## src/source/sram_pkg.sv

```systemverilog
package sram_pkg;

  // SRAM geometry
  localparam int addr_w = 16;
  localparam int data_w = 8;
  localparam int strb_w = data_w / 8; // One strobe per byte

  typedef enum logic [0:0] {
    OP_READ  = 1'b0,
    OP_WRITE = 1'b1
  } sram_op_t;

  // Host command, one per handshake
  typedef struct packed {
    logic [addr_w-1:0] addr;
    sram_op_t          op;
    logic [data_w-1:0] wr_data;
    logic [strb_w-1:0] wr_strb;
  } sram_cmd_t;

  // What a path asks of the pins while it is active
  typedef struct packed {
    logic [addr_w-1:0] addr;
    logic [data_w-1:0] data;
    logic              data_oe; // Drive the data bus
    logic              we_n;
    logic              oe_n;
  } pin_drive_t;

  typedef enum logic [1:0] {
    S_IDLE  = 2'd0,
    S_WRITE = 2'd1,
    S_READ  = 2'd2
  } seq_state_t;

endpackage

```

## src/source/sram_wr_path.sv

```systemverilog
module sram_wr_path (
  input  logic                  clk,
  input  logic                  rst_n,
  input  logic                  start,
  input  sram_pkg::sram_cmd_t   cmd,
  output sram_pkg::pin_drive_t  drive,
  output logic                  active
);

  logic [sram_pkg::addr_w-1:0] addr_q;
  logic [sram_pkg::data_w-1:0] data_q;
  logic                        we_n_q;
  logic                        data_oe_q;
  logic                        active_q;
  logic                        strobe_on;

  // Zero strobe still spends the cycle but leaves we_n high
  assign strobe_on = |cmd.wr_strb;

  always_ff @(posedge clk) begin
    if (!rst_n) begin
      active_q  <= 1'b0;
      we_n_q    <= 1'b1;
      data_oe_q <= 1'b0;
    end else begin
      active_q  <= start;
      we_n_q    <= ~(start & strobe_on);
      data_oe_q <= start & strobe_on;
    end
  end

  always_ff @(posedge clk) begin
    if (start) begin
      addr_q <= cmd.addr;
      data_q <= cmd.wr_data;
    end
  end

  always_comb begin
    drive         = '0;
    drive.addr    = addr_q;
    drive.data    = data_q;
    drive.data_oe = data_oe_q;
    drive.we_n    = we_n_q;
    drive.oe_n    = 1'b1; // Never reads
  end

  assign active = active_q;

endmodule

```

## config.mk

```make
export PLATFORM = sky130hd
export DESIGN_NAME = sram_wr_path
export DESIGN_NICKNAME = d
export VERILOG_FILES = /design/src/source/sram_pkg.sv /design/src/source/sram_wr_path.sv
export SDC_FILE = /design/constraint.sdc
export NUM_CORES = 1
export LEC_CHECK = 0
export BUFFER_PORTS_ARGS = -buffer_cell sky130_fd_sc_hd__buf_2
export CORE_MARGIN = 2
export CORE_UTILIZATION = 39
export DETAILED_ROUTE_END_ITERATION = 8
export PLACE_DENSITY = 0.74
export SLEW_MARGIN = 5
export SYNTH_ARGS = -nofsm -noshare
export SYNTH_HDL_FRONTEND = slang
export SYNTH_SLANG_ARGS = --single-unit
```

## constraint.sdc

```tcl
create_clock -name clk -period 0.8 [get_ports clk]
set_input_delay 0.04 -clock clk [delete_from_list [all_inputs] [get_ports clk]]
set_output_delay 0.04 -clock clk [all_outputs]
set_load 0.1 [all_outputs]
```

==> reports/results.tsv, run 1 <==
stage	metric	value	unit
synth	mappedNetlistArea	826	sq um
outcome	first-error	[ERROR DPL-0033] detailed placement checks failed during check placement.	
clock_tree	maximum_buffer_depth_of_the_clock_tree	2	
placed_design	place_inst	114	
die	ioPinCount	57	
synth	ys_seq_elements	27	
synth	synth_warnings	0	
synth	synth_fp_nets	63	
synth	post_synth_inst_count	34	
clock_tree	cts_repair_resize_count	2	
outcome	failing_step	4_1_cts	
placed_design	hpwl_dp	1360	um
die	effective_utilization_at_floorplan	41.7	%
placed_design	dp_worst_setup_slack	0.126	ns
clock_tree	htree_levels	1	
placed_design	gp_congestion	0.633	
clock_tree	cts_inserted_buffers	3	
placed_design	quantity_of_i_o_buffers_inserted_on_ports	54	
clock_tree	cts_hold_buffers	26	
die	die_w	50.0	um
clock_tree	clockRootBuffer	sky130_fd_sc_hd__clkbuf_4	
die	fp-row-count	16	
synth	synthDistinctLibCells	7	
die	die-height	50.0	um
synth	synth_sequential_area_ratio	94.5	%
placed_design	placedInstanceArea	1550	sq um
outcome	status	did not finish	
clock_tree	cts_sinks	27	
clock_tree	post_cts.repair.setup_buffers	0	
synth	synth.avg_cell_area	24.3	sq um
## per-stage QoR
stage	utilization, %	hold slack (ns)
after detailed placement	78.4	0.218
after global placement	78.4	0.217
after floorplan	-	0.112
## synth_stat cells
master / n / area [sq um]
sky130_fd_sc_hd__edfxtp_1: 24 / 721
sky130_fd_sc_hd__conb_1: 1 / 3.75
sky130_fd_sc_hd__buf_4: 3 / 22.5
sky130_fd_sc_hd__and2_2: 1 / 7.51
sky130_fd_sc_hd__dfxtp_1: 3 / 60.1
sky130_fd_sc_hd__and3_1: 1 / 6.26
sky130_fd_sc_hd__nand3_1: 1 / 5.00
## kinds of logic after synthesis
| kind of cell | after synthesis | synth area share, % |
|---|---|---|
| AND/OR/NAND/NOR | 3 | 2.27 |
| other | 1 | 0.454 |
| flip-flops | 27 | 94.5 |
| buffers and inverters | 3 | 2.73 |
==> run 2, diff against run 1 <==
- CORE_AREA: unset -> 2 2 63 65
- CORE_MARGIN: 2 -> unset
- CORE_UTILIZATION: 39 -> unset
- DIE_AREA: unset -> 0 0 65 67
- PLACE_DENSITY: 0.74 -> unset
- PLACE_DENSITY_LB_ADDON: unset -> 0.15
==> reports/results.tsv, run 2 <==
stage	metric	value	unit	change
final_layout	number_of_filler_cells_placed_in_the_layout	296		
final_layout	final_nets	147		
die	fp-row-count	22		+6
synth	synthDistinctLibCells	7		unchanged
placed_design	gp_congestion	0.620		-2.1%
die	die_w	65	um	+30%
synth	synth_top_cell_by_area	sky130_fd_sc_hd__edfxtp_1		
final_layout	n_antenna_cell	0		
synth	synthTopCellsByCount	sky130_fd_sc_hd__edfxtp_1, sky130_fd_sc_hd__buf_4, sky130_fd_sc_hd__dfxtp_1		
global_routing	grt.total_usage	9.26	%	
placed_design	hpwl_dp	1410	um	+3.9%
global_routing	grt_overflow_total	0		
final_layout	mostFrequentLayoutCells	sky130_fd_sc_hd__buf_12, sky130_fd_sc_hd__buf_2, sky130_fd_sc_hd__dlygate4sd3_1, sky130_fd_sc_hd__edfxtp_1		
final_layout	post_route_cells_drive_above_1_share	54.7	%	
routing	top_signal_layer_used	met4		
die	die_area	4360	sq um	
clock_tree	htree_levels	1		unchanged
final_layout	largest_reg_flops	16		
worst_setup_path	path_cells	buf_12		
final_layout	area_growth_syn_to_layout	129	%	
timing	slew_viol_final	0		
final_layout	area_occupied_by_multi_input_gates	22.5	sq um	
final_layout	top_regs	addr_q x16, data_q x8		
clock_tree	post_cts.repair.setup_buffers	0		unchanged
power_and_ir_drop	peakVddDrop	0.667	mV	
worst_setup_path	critPathLaunchType	register		
synth	yosys.cell_count.top_type	sky130_fd_sc_hd__edfxtp_1		
synth	synth_warnings	0		unchanged
final_layout	area.sequential	785	sq um	
synth	post_synth_inst_count	34		unchanged
clock_tree	cts_inserted_buffers	3		unchanged
global_routing	grt_pass1_wl	2940	um	
synth	synth_sequential_area_ratio	94.5	%	unchanged
global_routing	grt_start_max_net_pins	17		
die	core_region_area	3610	sq um	
die	effective_utilization_at_floorplan	22.9	%	-19 points
worst_setup_path	critical_path.endpoint_type	primary output		
routing	route.met3.wl	126	um	
job	max-cap-violations	0		
synth	synth.avg_cell_area	24.3	sq um	unchanged
timing	grt_setup_unrepaired	yes		
worst_setup_path	slowest_stage	sky130_fd_sc_hd__edfxtp_1		
synth	synth_top_cells_by_area	sky130_fd_sc_hd__edfxtp_1, sky130_fd_sc_hd__dfxtp_1, sky130_fd_sc_hd__buf_4		
clock_tree	clock_tree_from_tritoncts	built		
worst_setup_path	timing.critical_path.max_delay_family	flip-flops		
placed_design	quantity_of_i_o_buffers_inserted_on_ports	54		unchanged
clock_tree	maximum_buffer_depth_of_the_clock_tree	2		unchanged
routing	wl_per_cell	11.5	um	
timing	finalSetupViolCount	27		
timing	hold_violations	0		
worst_setup_path	critPathKind	reg -> out		
synth	ys_seq_elements	27		unchanged
clock_tree	clock_transition_at_the_registers_of_the_reported_paths	0.09	ns	
synth	synth_top_area_share	87.3	%	unchanged
timing	fin_worst_hold_slack	0.157	ns	
routing	detailedRoute.firstPassIterationCount	4		
routing	detailroute.via_count	595		
clock_tree	clockRootBuffer	sky130_fd_sc_hd__clkbuf_8		
routing	wl_met2	1090	um	
outcome	violations	negative setup slack		
routing	drtIter0Drc	7		
routing	post-route-drc-count	0		
synth	synth_async_sr_flop_share	0	%	unchanged
routing	drt-vias-per-instance	3.61		
synth	synth_fp_nets	63		unchanged
routing	drt_wl_total	1900	um	
outcome	status	finished, violations left		
clock_tree	cts_sinks	27		unchanged
hold_path	hold_class	in -> reg		
timing	timing.final.crit_share	117	%	
placed_design	place_inst	135		+18%
worst_setup_path	cpPeakStageDelay	0.44	ns	
timing	min_period	0.934	ns	
routing	detail-route-antenna-nets	0		
final_layout	post-route-cell-area	1890	sq um	
power_and_ir_drop	p_leak	0.000782	uW	
die	ioPinCount	57		unchanged
worst_setup_path	path_depth	1		
synth	mappedNetlistArea	826	sq um	unchanged
die	die-height	67	um	+34%
synth	number_of_flops_mapped_to_enable_cells_by_yosys	24		unchanged
worst_setup_path	critical_path_arrival	0.89	ns	
timing	fmax	1.07	GHz	
hold_path	instance_count_along_the_most_critical_hold_path	3		
global_routing	via_count_of_the_first_global_routing_pass	626		
power_and_ir_drop	total_power_density_per_cell_area	2060	nW/um^2	
worst_setup_path	worstPathBufferInverterCount	1		
power_and_ir_drop	p_total	3900	uW	
global_routing	grt_antenna_before_repair	0		
final_layout	final_common_cell	sky130_fd_sc_hd__buf_12		
synth	ys_dominant_reg_cell	sky130_fd_sc_hd__edfxtp_1		
final_layout	stdcell_count	165		
final_layout	register_with_the_most_flip_flops	addr_q		
timing	fin_worst_setup_slack	-0.134	ns	
placed_design	placedInstanceArea	1580	sq um	+1.7%
worst_setup_path	cp_max_fo	1		
worst_setup_path	crit_required	0.76	ns	
routing	length_of_routed_wiring_on_met1	649	um	
[run 2: cell counts after synthesis]
No cell type changed its count.
[run 2: logic make-up (layout without fill, tap and decap cells)]
group,after synthesis,in the layout,share of synthesized area [%]
DFF,27,27,94.5
other,1,1,0.454
and+or+nand+nor,3,3,2.27
buffers and inverters,3,86,2.73
[run 2: per-layer routing]
metal / track usage, % / vias up
met1: 9.49 / 278
met4: 5.59 / 0
li1: - / 288
met5: 0 / -
met2: 17.4 / 27
met3: 1.69 / 2
[run 2: through the flow]
stage / util [%] / TNS, ns / worst slack (ns)
finish: 52.5 / -2.89 / -0.134
global route: 52.5 / -3.88 / -0.171
CTS: 52.5 / -3.26 / -0.153
detailed placement: 43.8 / 0 / 0.157
global placement: 43.8 / 0 / 0.169
floorplan: - / -3.46 / -0.144
[run 2: final cells by class]
class                           count  area share, %
Clock buffer                        3           2.18
Clock inverter                      1          0.397
Multi-Input combinational cell      4           1.19
Sequential cell                    27           41.5
Tap cell                           48           3.17
Timing Repair Buffer               82           51.6
[run 2: final timing paths]
kind,start,end
max,data_q[2],drive[5]
min,start,we_n_q
[run 2: power breakdown]
part / internal [uW] / switching (uW) / total, uW
Clock: 352 / 402 / 754
Sequential: 1660 / 82.2 / 1740
Combinational: 531 / 877 / 1410
Total: 2540 / 1360 / 3900
[run 2: what timing repair did]
item	in CTS	in global routing
endpoints found under the hold margin	25	0
gates resized for setup	2	0
setup endpoints to repair	27	27
hold buffers	26	0
No activity file was read; power rests on OpenSTA's default activity.
