**config.mk**
```make
export PLATFORM = sky130hd
export DESIGN_NAME = sram_rd_path
export DESIGN_NICKNAME = d
export VERILOG_FILES = /design/src/source/sram_pkg.sv /design/src/source/sram_rd_path.sv
export SDC_FILE = /design/constraint.sdc
export NUM_CORES = 1
export LEC_CHECK = 0
export BUFFER_PORTS_ARGS = -buffer_cell sky130_fd_sc_hd__clkbuf_2
export CAP_MARGIN = 20
export CORE_MARGIN = 2
export CORE_UTILIZATION = 35
export CTS_CLUSTER_SIZE = 24
export DETAILED_ROUTE_END_ITERATION = 7
export GPL_ROUTABILITY_DRIVEN = 0
export GPL_TIMING_DRIVEN = 0
export PLACE_DENSITY_LB_ADDON = 0.15
export SYNTH_ARGS = -nofsm -noshare
export SYNTH_HDL_FRONTEND = slang
export SYNTH_SLANG_ARGS = --single-unit
export TNS_END_PERCENT = 10
```
**constraint.sdc**
```tcl
create_clock -name clk -period 1 [get_ports clk]
set_clock_uncertainty 0.2 [all_clocks]
set_input_delay 0.05 -clock clk [delete_from_list [all_inputs] [get_ports clk]]
set_output_delay 0.05 -clock clk [all_outputs]
set_load 0.02 [all_outputs]
```
**src/source/sram_pkg.sv**
```systemverilog
package sram_pkg;

  // SRAM geometry
  localparam int addr_w = 16;
  localparam int data_w = 8;
  localparam int strb_w = data_w / 8; // One strobe per byte

  typedef enum logic [0:0] {
    OP_READ  = 1'b0,
    OP_WRITE = 1'b1
  } sram_op_t;

  // Host command, one per handshake
  typedef struct packed {
    logic [addr_w-1:0] addr;
    sram_op_t          op;
    logic [data_w-1:0] wr_data;
    logic [strb_w-1:0] wr_strb;
  } sram_cmd_t;

  // What a path asks of the pins while it is active
  typedef struct packed {
    logic [addr_w-1:0] addr;
    logic [data_w-1:0] data;
    logic              data_oe; // Drive the data bus
    logic              we_n;
    logic              oe_n;
  } pin_drive_t;

  typedef enum logic [1:0] {
    S_IDLE  = 2'd0,
    S_WRITE = 2'd1,
    S_READ  = 2'd2
  } seq_state_t;

endpackage

```
**src/source/sram_rd_path.sv**
```systemverilog
module sram_rd_path (
  input  logic                         clk,
  input  logic                         rst_n,
  input  logic                         start,
  input  logic [sram_pkg::addr_w-1:0]  addr,
  input  logic [sram_pkg::data_w-1:0]  data_in,
  input  logic                         resp_ready,
  output sram_pkg::pin_drive_t         drive,
  output logic                         active,
  output logic                         resp_valid,
  output logic [sram_pkg::data_w-1:0]  resp_data
);

  logic [sram_pkg::addr_w-1:0] addr_q;
  logic [sram_pkg::data_w-1:0] data_q;
  logic                        oe_n_q;
  logic                        active_q;
  logic                        valid_q;
  logic                        capture;
  logic                        taken;

  // Sample at the end of the oe_n low cycle
  assign capture = active_q;
  assign taken   = valid_q & resp_ready;

  always_ff @(posedge clk) begin
    if (!rst_n) begin
      active_q <= 1'b0;
      oe_n_q   <= 1'b1;
      valid_q  <= 1'b0;
    end else begin
      active_q <= start;
      oe_n_q   <= ~start;

      if (capture) begin
        valid_q <= 1'b1; // May replace a response taken on this edge
      end else if (taken) begin
        valid_q <= 1'b0;
      end
    end
  end

  always_ff @(posedge clk) begin
    if (start) begin
      addr_q <= addr;
    end
    if (capture) begin
      data_q <= data_in;
    end
  end

  always_comb begin
    drive         = '0;
    drive.addr    = addr_q;
    drive.data_oe = 1'b0; // Bus belongs to the SRAM
    drive.we_n    = 1'b1;
    drive.oe_n    = oe_n_q;
  end

  assign active     = active_q;
  assign resp_valid = valid_q;
  assign resp_data  = data_q;

endmodule

```
Word level (Yosys, flattened, before mapping)
Cells that the tools add are included.
{"block": "word_totals", "ff_bits": 27}
{"block": "classes", "bitwise": 2, "reduce_logical": 1, "n_mux": 2}
{"op": "two-way mux 1 bit", "n": 2}
{"op": "nonzero test 2 bit", "n": 1}
{"op": "bitwise AND 1 bit", "n": 1}
{"op": "inverter 1 bit", "n": 1}

Depth between registers and ports, before layout
Gate-level depths: netlist of the first run.
{"block": "logic_depth", "word_depth": 3, "ltp_mapped": 2, "ltp_nobuf": 2}

Least setup slack after synthesis of the first run
Ideal clock, no wire load.
{"block": "synth_path", "kind": "flip-flop to flip-flop", "startpoint": "reg active_q, in the netlist active", "endpoint": "reg data_q (netlist bit resp_data[0]) (enable)", "arrival_time_ps": 586, "path_stages_with_launch": 1, "period_less_slack_ps": 1152, "setup_ps": 367, "setup_slack_ps": -152, "required_ps": 433, "path_cell_list": "dfxtp_1"}
{"element": "start: declaration", "line": "sram_rd_path.sv:17", "rtl": "logic active_q;"}
{"element": "start signal: assignment", "line": "sram_rd_path.sv:32", "rtl": "active_q <= start;"}
{"element": "end signal: assignment", "line": "sram_rd_path.sv:48", "rtl": "data_q <= data_in;"}
{"element": "end: declaration", "line": "sram_rd_path.sv:15", "rtl": "logic [sram_pkg::data_w-1:0] data_q;"}
No word-level cell between the ends.

Worst setup path after layout of the first run
{"block": "layout_path", "startpoint": "reg addr_q[5] (netlist bit)", "endpoint": "out drive[16] (netlist bit)"}
{"element": "start: declaration", "line": "sram_rd_path.sv:14", "rtl": "logic [sram_pkg::addr_w-1:0] addr_q;"}
{"element": "start signal: assignment", "line": "sram_rd_path.sv:45", "rtl": "addr_q <= addr;"}
{"element": "end: declaration", "line": "sram_rd_path.sv:8", "rtl": "output sram_pkg::pin_drive_t drive,"}
No word-level cell between the ends.

==> impl_metrics.tcl, run 1 <==
set metrics [dict create \
    outcome "finished with violations" \
    violations "negative setup slack" \
    ys_seq_area_share_pct 86.5 \
    die_width_um 54.8 \
    reg2reg_from "active" \
    io_pins 65 \
    worstReg2RegEnd "resp_data[2]" \
    whs_ns 0.0285 \
    dp_slack_ns 0.0192 \
    insertion_delay_ns 0.31 \
    crit_family "flip-flops" \
    cp_max_fo 1 \
    startpoint "addr_q[5]" \
    synth_area_um2 902 \
    crit_chain "buf_6" \
    grt_max_degree 18 \
    cap_violations 0 \
    finalCriticalPeriod_ns 1.12 \
    rows 18 \
    cp-end-kind "primary output" \
    p_seq_share_pct 60.9 \
    leakage_nw 0.718 \
    synthCells 44 \
    track_usage_pct 12.4 \
    firstDrtPassIters 4 \
    period_share_pct 112 \
    die_h_um 54.8 \
    setup_ws_ns -0.125 \
    grt_first_pass_wirelength_mm 2.53 \
    initialDrtViolationCount 8 \
    areaGrowthSynthToFinish_pct 75.7 \
    p_int_mw 1.66 \
    coreArea_um2 2450 \
    initial_utilization_pct 36.7 \
    critPathLaunchType "flip-flop" \
    ir_drop_uv 1140 \
    rsz0062_at_grt "yes" \
    routed-via-count 634 \
    slowest_delay_ns 0.42 \
    routed_wl_mm 1.77 \
    avgSynthCellArea_um2 20.5 \
    grt_antenna_before_repair 0 \
    rrSetupSlack_ns 0.02 \
    critical_path.endpoint "drive[16]" \
    p_sw_mw 0.521 \
    path_buf_inv 1 \
    mostFrequentLayoutCell "clkbuf_2" \
    combinationalPowerShare_pct 18.6 \
    cts_inserted_buffers 3 \
    nFillCells 192 \
    synth.distinct_cells 8 \
    path_depth 1 \
    final-hold-violation-count 0 \
    totalPowerFinal_mw 2.18 \
    grt_pass1_vias 592 \
    clk_pin_slew_worst_paths_ns 0.14 \
    critPathArrivalTime_ns 0.87 \
    layout.nets 165 \
    fmax_mhz 889 \
    antenna_left 0 \
    yosys_warnings 0 \
    cp.required_ns 0.75 \
    setup_viol 27 \
    cp_slowest_cell "edfxtp_1" \
    pwr-share-clk_pct 20.5 \
    portBuffers 54 \
    htree_levels 1 \
    hold_path_class "in2reg" \
    drc_errors 0 \
    ys_ff_latch 27 \
    dieArea_um2 3000 \
    cts-root-buf "clkbuf_4" \
    cts_buffer_depth 2 \
    p_sw_share_pct 23.8 \
    power_density_nw_per_um2 1380 \
    overflow 0 \
    cts_tree "yes" \
    drv_slew 0 \
    diodes 0 \
    drive_above_1_share_pct 53.7 \
    clock-sinks 27 \
    reg2reg_depth 1 \
    wl_per_cell_um 10.6 \
    final_cell_mix "29 x clkbuf_2, 26 x dlygate4sd3_1, 24 x edfxtp_1, 19 x buf_2" \
    critPathKind "reg2out" \
    via_per_inst 3.82 \
    hpwl_mm 1.24 \
]
-- power by group through the flow --
| stage | registers, mW | logic [mW] | clock network [mW] |
|---|---|---|---|
| 3_3_place_gp | 1.36 | 0.293 | 0 |
| 6_report | 1.33 | 0.406 | 0.449 |
| 4_1_cts | 1.33 | 0.391 | 0.483 |
| 5_1_grt | 1.34 | 0.437 | 0.516 |
| 3_5_place_dp | 1.36 | 0.298 | 0 |
| 2_1_floorplan | 1.45 | 0.0750 | 0 |
-- synth_stat cells --
library cell   n  area [um2]
dfxtp_1        3        60.1
buf_4         11        82.6
inv_1          1        3.75
and2_1         1        6.26
nor2b_4        1        13.8
conb_1         2        7.51
edfxtp_1      24         721
o21a_1         1        7.51
-- final cells by class --
| type | count | area, um2 | area share, % |
|---|---|---|---|
| buffer | 10 | 75.1 | 4.74 |
| clock buffer | 3 | 22.5 | 1.42 |
| clock inverter | 1 | 7.51 | 0.474 |
| inverter | 1 | 3.75 | 0.237 |
| multi-input combinational | 13 | 65.1 | 4.10 |
| sequential | 27 | 787 | 49.6 |
| tap | 30 | 37.5 | 2.37 |
| timing repair buffer | 81 | 587 | 37.0 |
-- per-layer routing --
metal	GRT usage, %	wire [um]	vias to the layer above	part of all wire [%]
li1	-	-	320	-
met1	13.6	573	292	32
met2	22.6	1110	22	63
met3	1.09	84	0	4.8
met4	7.50	0	0	0
met5	0	0	-	0
-- flip-flops by register name, summed over array words and instances, names as in the netlist --
name	flops
addr_q	16
resp_data	8
active	1
oe_n_q	1
resp_valid	1
-- metrics by stage --
| step | setup TNS, ns | utilization [%] | instances | cell area, um2 |
|---|---|---|---|---|
| CTS | -3.47 | 63.5 | 166 | 1560 |
| floorplan | 0 | - | 52 | 933 |
| global placement | 0 | 50.6 | 136 | 1240 |
| detailed placement | 0 | 50.6 | 136 | 1240 |
| global route | -4.18 | 64.6 | 166 | 1590 |
| finish | -2.77 | 64.6 | 166 | 1590 |
-- cell families (layout without fill, tap and decap cells) --
| group | after synthesis | count (layout) | synth area share [%] |
|---|---|---|---|
| and+or+nand+nor | 2 | 2 | 2.22 |
| AOI/OAI and AO/OA | 1 | 1 | 0.832 |
| buffers and inverters | 12 | 96 | 9.57 |
| DFF | 27 | 27 | 86.5 |
| other | 2 | 10 | 0.832 |
-- worst min path at each step --
stage               depth (start not counted)     start    endpoint
finish                                      1     start   addr_q[9]
global route                                1     start   addr_q[5]
CTS                                         1     start  addr_q[14]
detailed placement                          1  addr[14]  addr_q[14]
global placement                            1   addr[9]   addr_q[9]
floorplan                                   0   addr[0]   addr_q[0]
-- repair_timing --
| item | in CTS | in global routing |
|---|---|---|
| endpoints found under the setup margin | 27 | 27 |
| gates cloned | 0 | 0 |
| gates resized for setup | 8 | 33 |
| hold buffers | 26 | 0 |
| setup buffers | 1 | 0 |
| endpoints found under the hold margin | 27 | 0 |
(Power assumes the default switching activity.)
==> run 2, diff against run 1 <==
CAP_MARGIN = 10   (was 20)
MAX_ROUTING_LAYER = met4   (was unset)
==> run 2 against run 1 <==
Compared with the run above:
- the run still ends with negative setup slack left
- sequential share of layout area grew 0.20 points
- cell count unchanged
- first-iteration DRC count unchanged
- critical path depth stayed put
- die area did not move
- count of clock-buffer cells in the layout unchanged
- clock power is essentially flat
- non-clock buffer count stayed put
- global-route usage grew 0.36 points
- flip-flop and latch count unchanged
- maximum frequency barely moved
- critical endpoint is now resp_data[2]
- largest power group unchanged
==> impl_metrics.tcl, run 2 (same netlist as run 1, synthesis figures left out) <==
set metrics [dict create \
    outcome "finished with violations" \
    violations "negative setup slack" \
    reg2reg_from "active" \
    critPathLaunchType "flip-flop" \
    drive_above_1_share_pct 53.7 \
    overflow 0 \
    fin_area_um2 1580 \
    layout.nets 165 \
    track_usage_pct 12.7 \
    critPathArrivalTime_ns 0.88 \
    hold_path_class "in2reg" \
    coreArea_um2 2450 \
    cts_buffer_depth 2 \
    ir_drop_uv 1130 \
    crit_chain "buf_2" \
    cts-root-buf "clkbuf_4" \
    initial_utilization_pct 36.7 \
    io_pins 65 \
    top_register "addr_q" \
    whs_ns 0.0404 \
    min_from "start" \
    cts_inserted_buffers 3 \
    grt_max_degree 18 \
    grt_first_pass_wirelength_mm 2.53 \
    drv_slew 0 \
    p_sw_mw 0.523 \
    htree_levels 1 \
    insertion_delay_ns 0.31 \
    firstDrtPassIters 4 \
    p_sw_share_pct 24.0 \
    rows 18 \
    initialDrtViolationCount 8 \
    die_h_um 54.8 \
    critPathKind "reg2out" \
    cp_max_fo 1 \
    portBuffers 54 \
    largest_reg_flops 16 \
    reg2reg_depth 1 \
    diodes 0 \
    drc_errors 0 \
    leakage_nw 0.715 \
    antenna_left 0 \
    routed_wl_mm 1.78 \
    path_buf_inv 1 \
    cp-end-kind "primary output" \
    period_share_pct 113 \
    hpwl_mm 1.24 \
    die_width_um 54.8 \
    grt_antenna_before_repair 0 \
    wl_per_cell_um 10.7 \
    grt_pass1_vias 591 \
    place_area_um2 1240 \
    clk_pin_slew_worst_paths_ns 0.14 \
    setup_ws_ns -0.125 \
    setup_viol 27 \
    final_cell_mix "29 x clkbuf_2, 26 x dlygate4sd3_1, 24 x edfxtp_1, 20 x buf_2" \
    areaGrowthSynthToFinish_pct 75.0 \
    final-hold-violation-count 0 \
    worstReg2RegEnd "resp_data[2]" \
    finalCriticalPeriod_ns 1.13 \
    power_density_nw_per_um2 1380 \
    p_seq_share_pct 60.9 \
    cts_tree "yes" \
    p_int_mw 1.66 \
    cap_violations 0 \
    cp.required_ns 0.75 \
    clock-sinks 27 \
    via_per_inst 3.86 \
    rsz0062_at_grt "yes" \
    fmax_mhz 889 \
    mostFrequentLayoutCell "clkbuf_2" \
    combinationalPowerShare_pct 18.5 \
    slowest_delay_ns 0.40 \
    cp_slowest_cell "edfxtp_1" \
    routed-via-count 640 \
    rrSetupSlack_ns 0.02 \
    pwr-share-clk_pct 20.7 \
    nFillCells 192 \
    holdPathEnd "addr_q[9]" \
    dieArea_um2 3000 \
    crit_family "flip-flops" \
    whs_path_depth 1 \
]
run 2: cell types whose count changed in the layout (fill, tap and decap cells not counted):
cell,change
buf_2,+1
buf_6,-1
run 2: per-stage QoR:
step | utilization (%) | std cells | setup WS (ns) | total power [mW] | TNS, ns
after floorplan | - | 52 | 0.0181 | 1.53 | 0
after global placement | 50.6 | 136 | 0.0500 | 1.65 | 0
after detailed placement | 50.6 | 136 | 0.0192 | 1.66 | 0
after CTS | 63.5 | 166 | -0.151 | 2.20 | -3.47
after global routing | 64.3 | 166 | -0.184 | 2.29 | -4.25
final | 64.3 | 166 | -0.125 | 2.18 | -2.79
run 2: area by class of cell:
type / count / area [um2] / share of cell area (%)
multi-input cells: 13 / 65.1 / 4.12
repair buffers: 81 / 581 / 36.8
well taps: 30 / 37.5 / 2.38
inverters: 1 / 3.75 / 0.238
plain buffers: 10 / 75.1 / 4.75
clock inverters: 1 / 7.51 / 0.475
clock buffers: 3 / 22.5 / 1.43
flip-flops and latches: 27 / 787 / 49.8
run 2: routing by layer:
layer / vias to the layer above / share of wire (%) / global-route usage (%)
met1: 292 / 33 / 13.8
met4: 0 / 0.39 / 7.50
met3: 2 / 5.0 / 1.09
li1: 322 / - / -
met2: 24 / 61 / 22.4
met5: - / 0 / -
run 2: worst max path at each step:
stage	endpoint	start	slack (ns)	cells past startpoint
finish	resp_data[2]	resp_data[2]	-0.13	1
global route	drive[19]	addr_q[8]	-0.18	1
CTS	drive[23]	addr_q[12]	-0.15	1
detailed placement	oe_n_q	start	0.02	3
global placement	resp_data[0]	active	0.05	0
floorplan	resp_data[0]	active	0.02	0
run 2: power by group through the flow:
stage	Sequential, mW	Combinational, mW	Clock (mW)
floorplan	1.45	0.0750	0
global placement	1.36	0.293	0
detailed placement	1.36	0.298	0
CTS	1.33	0.391	0.483
global route	1.34	0.434	0.520
finish	1.33	0.403	0.451
run 2: repair_timing:
action,4_1_cts,5_1_grt
buffers inserted,1,0
hold endpoints to repair,27,0
endpoints found under the setup margin,27,27
hold buffers,26,0
resized for setup,8,31
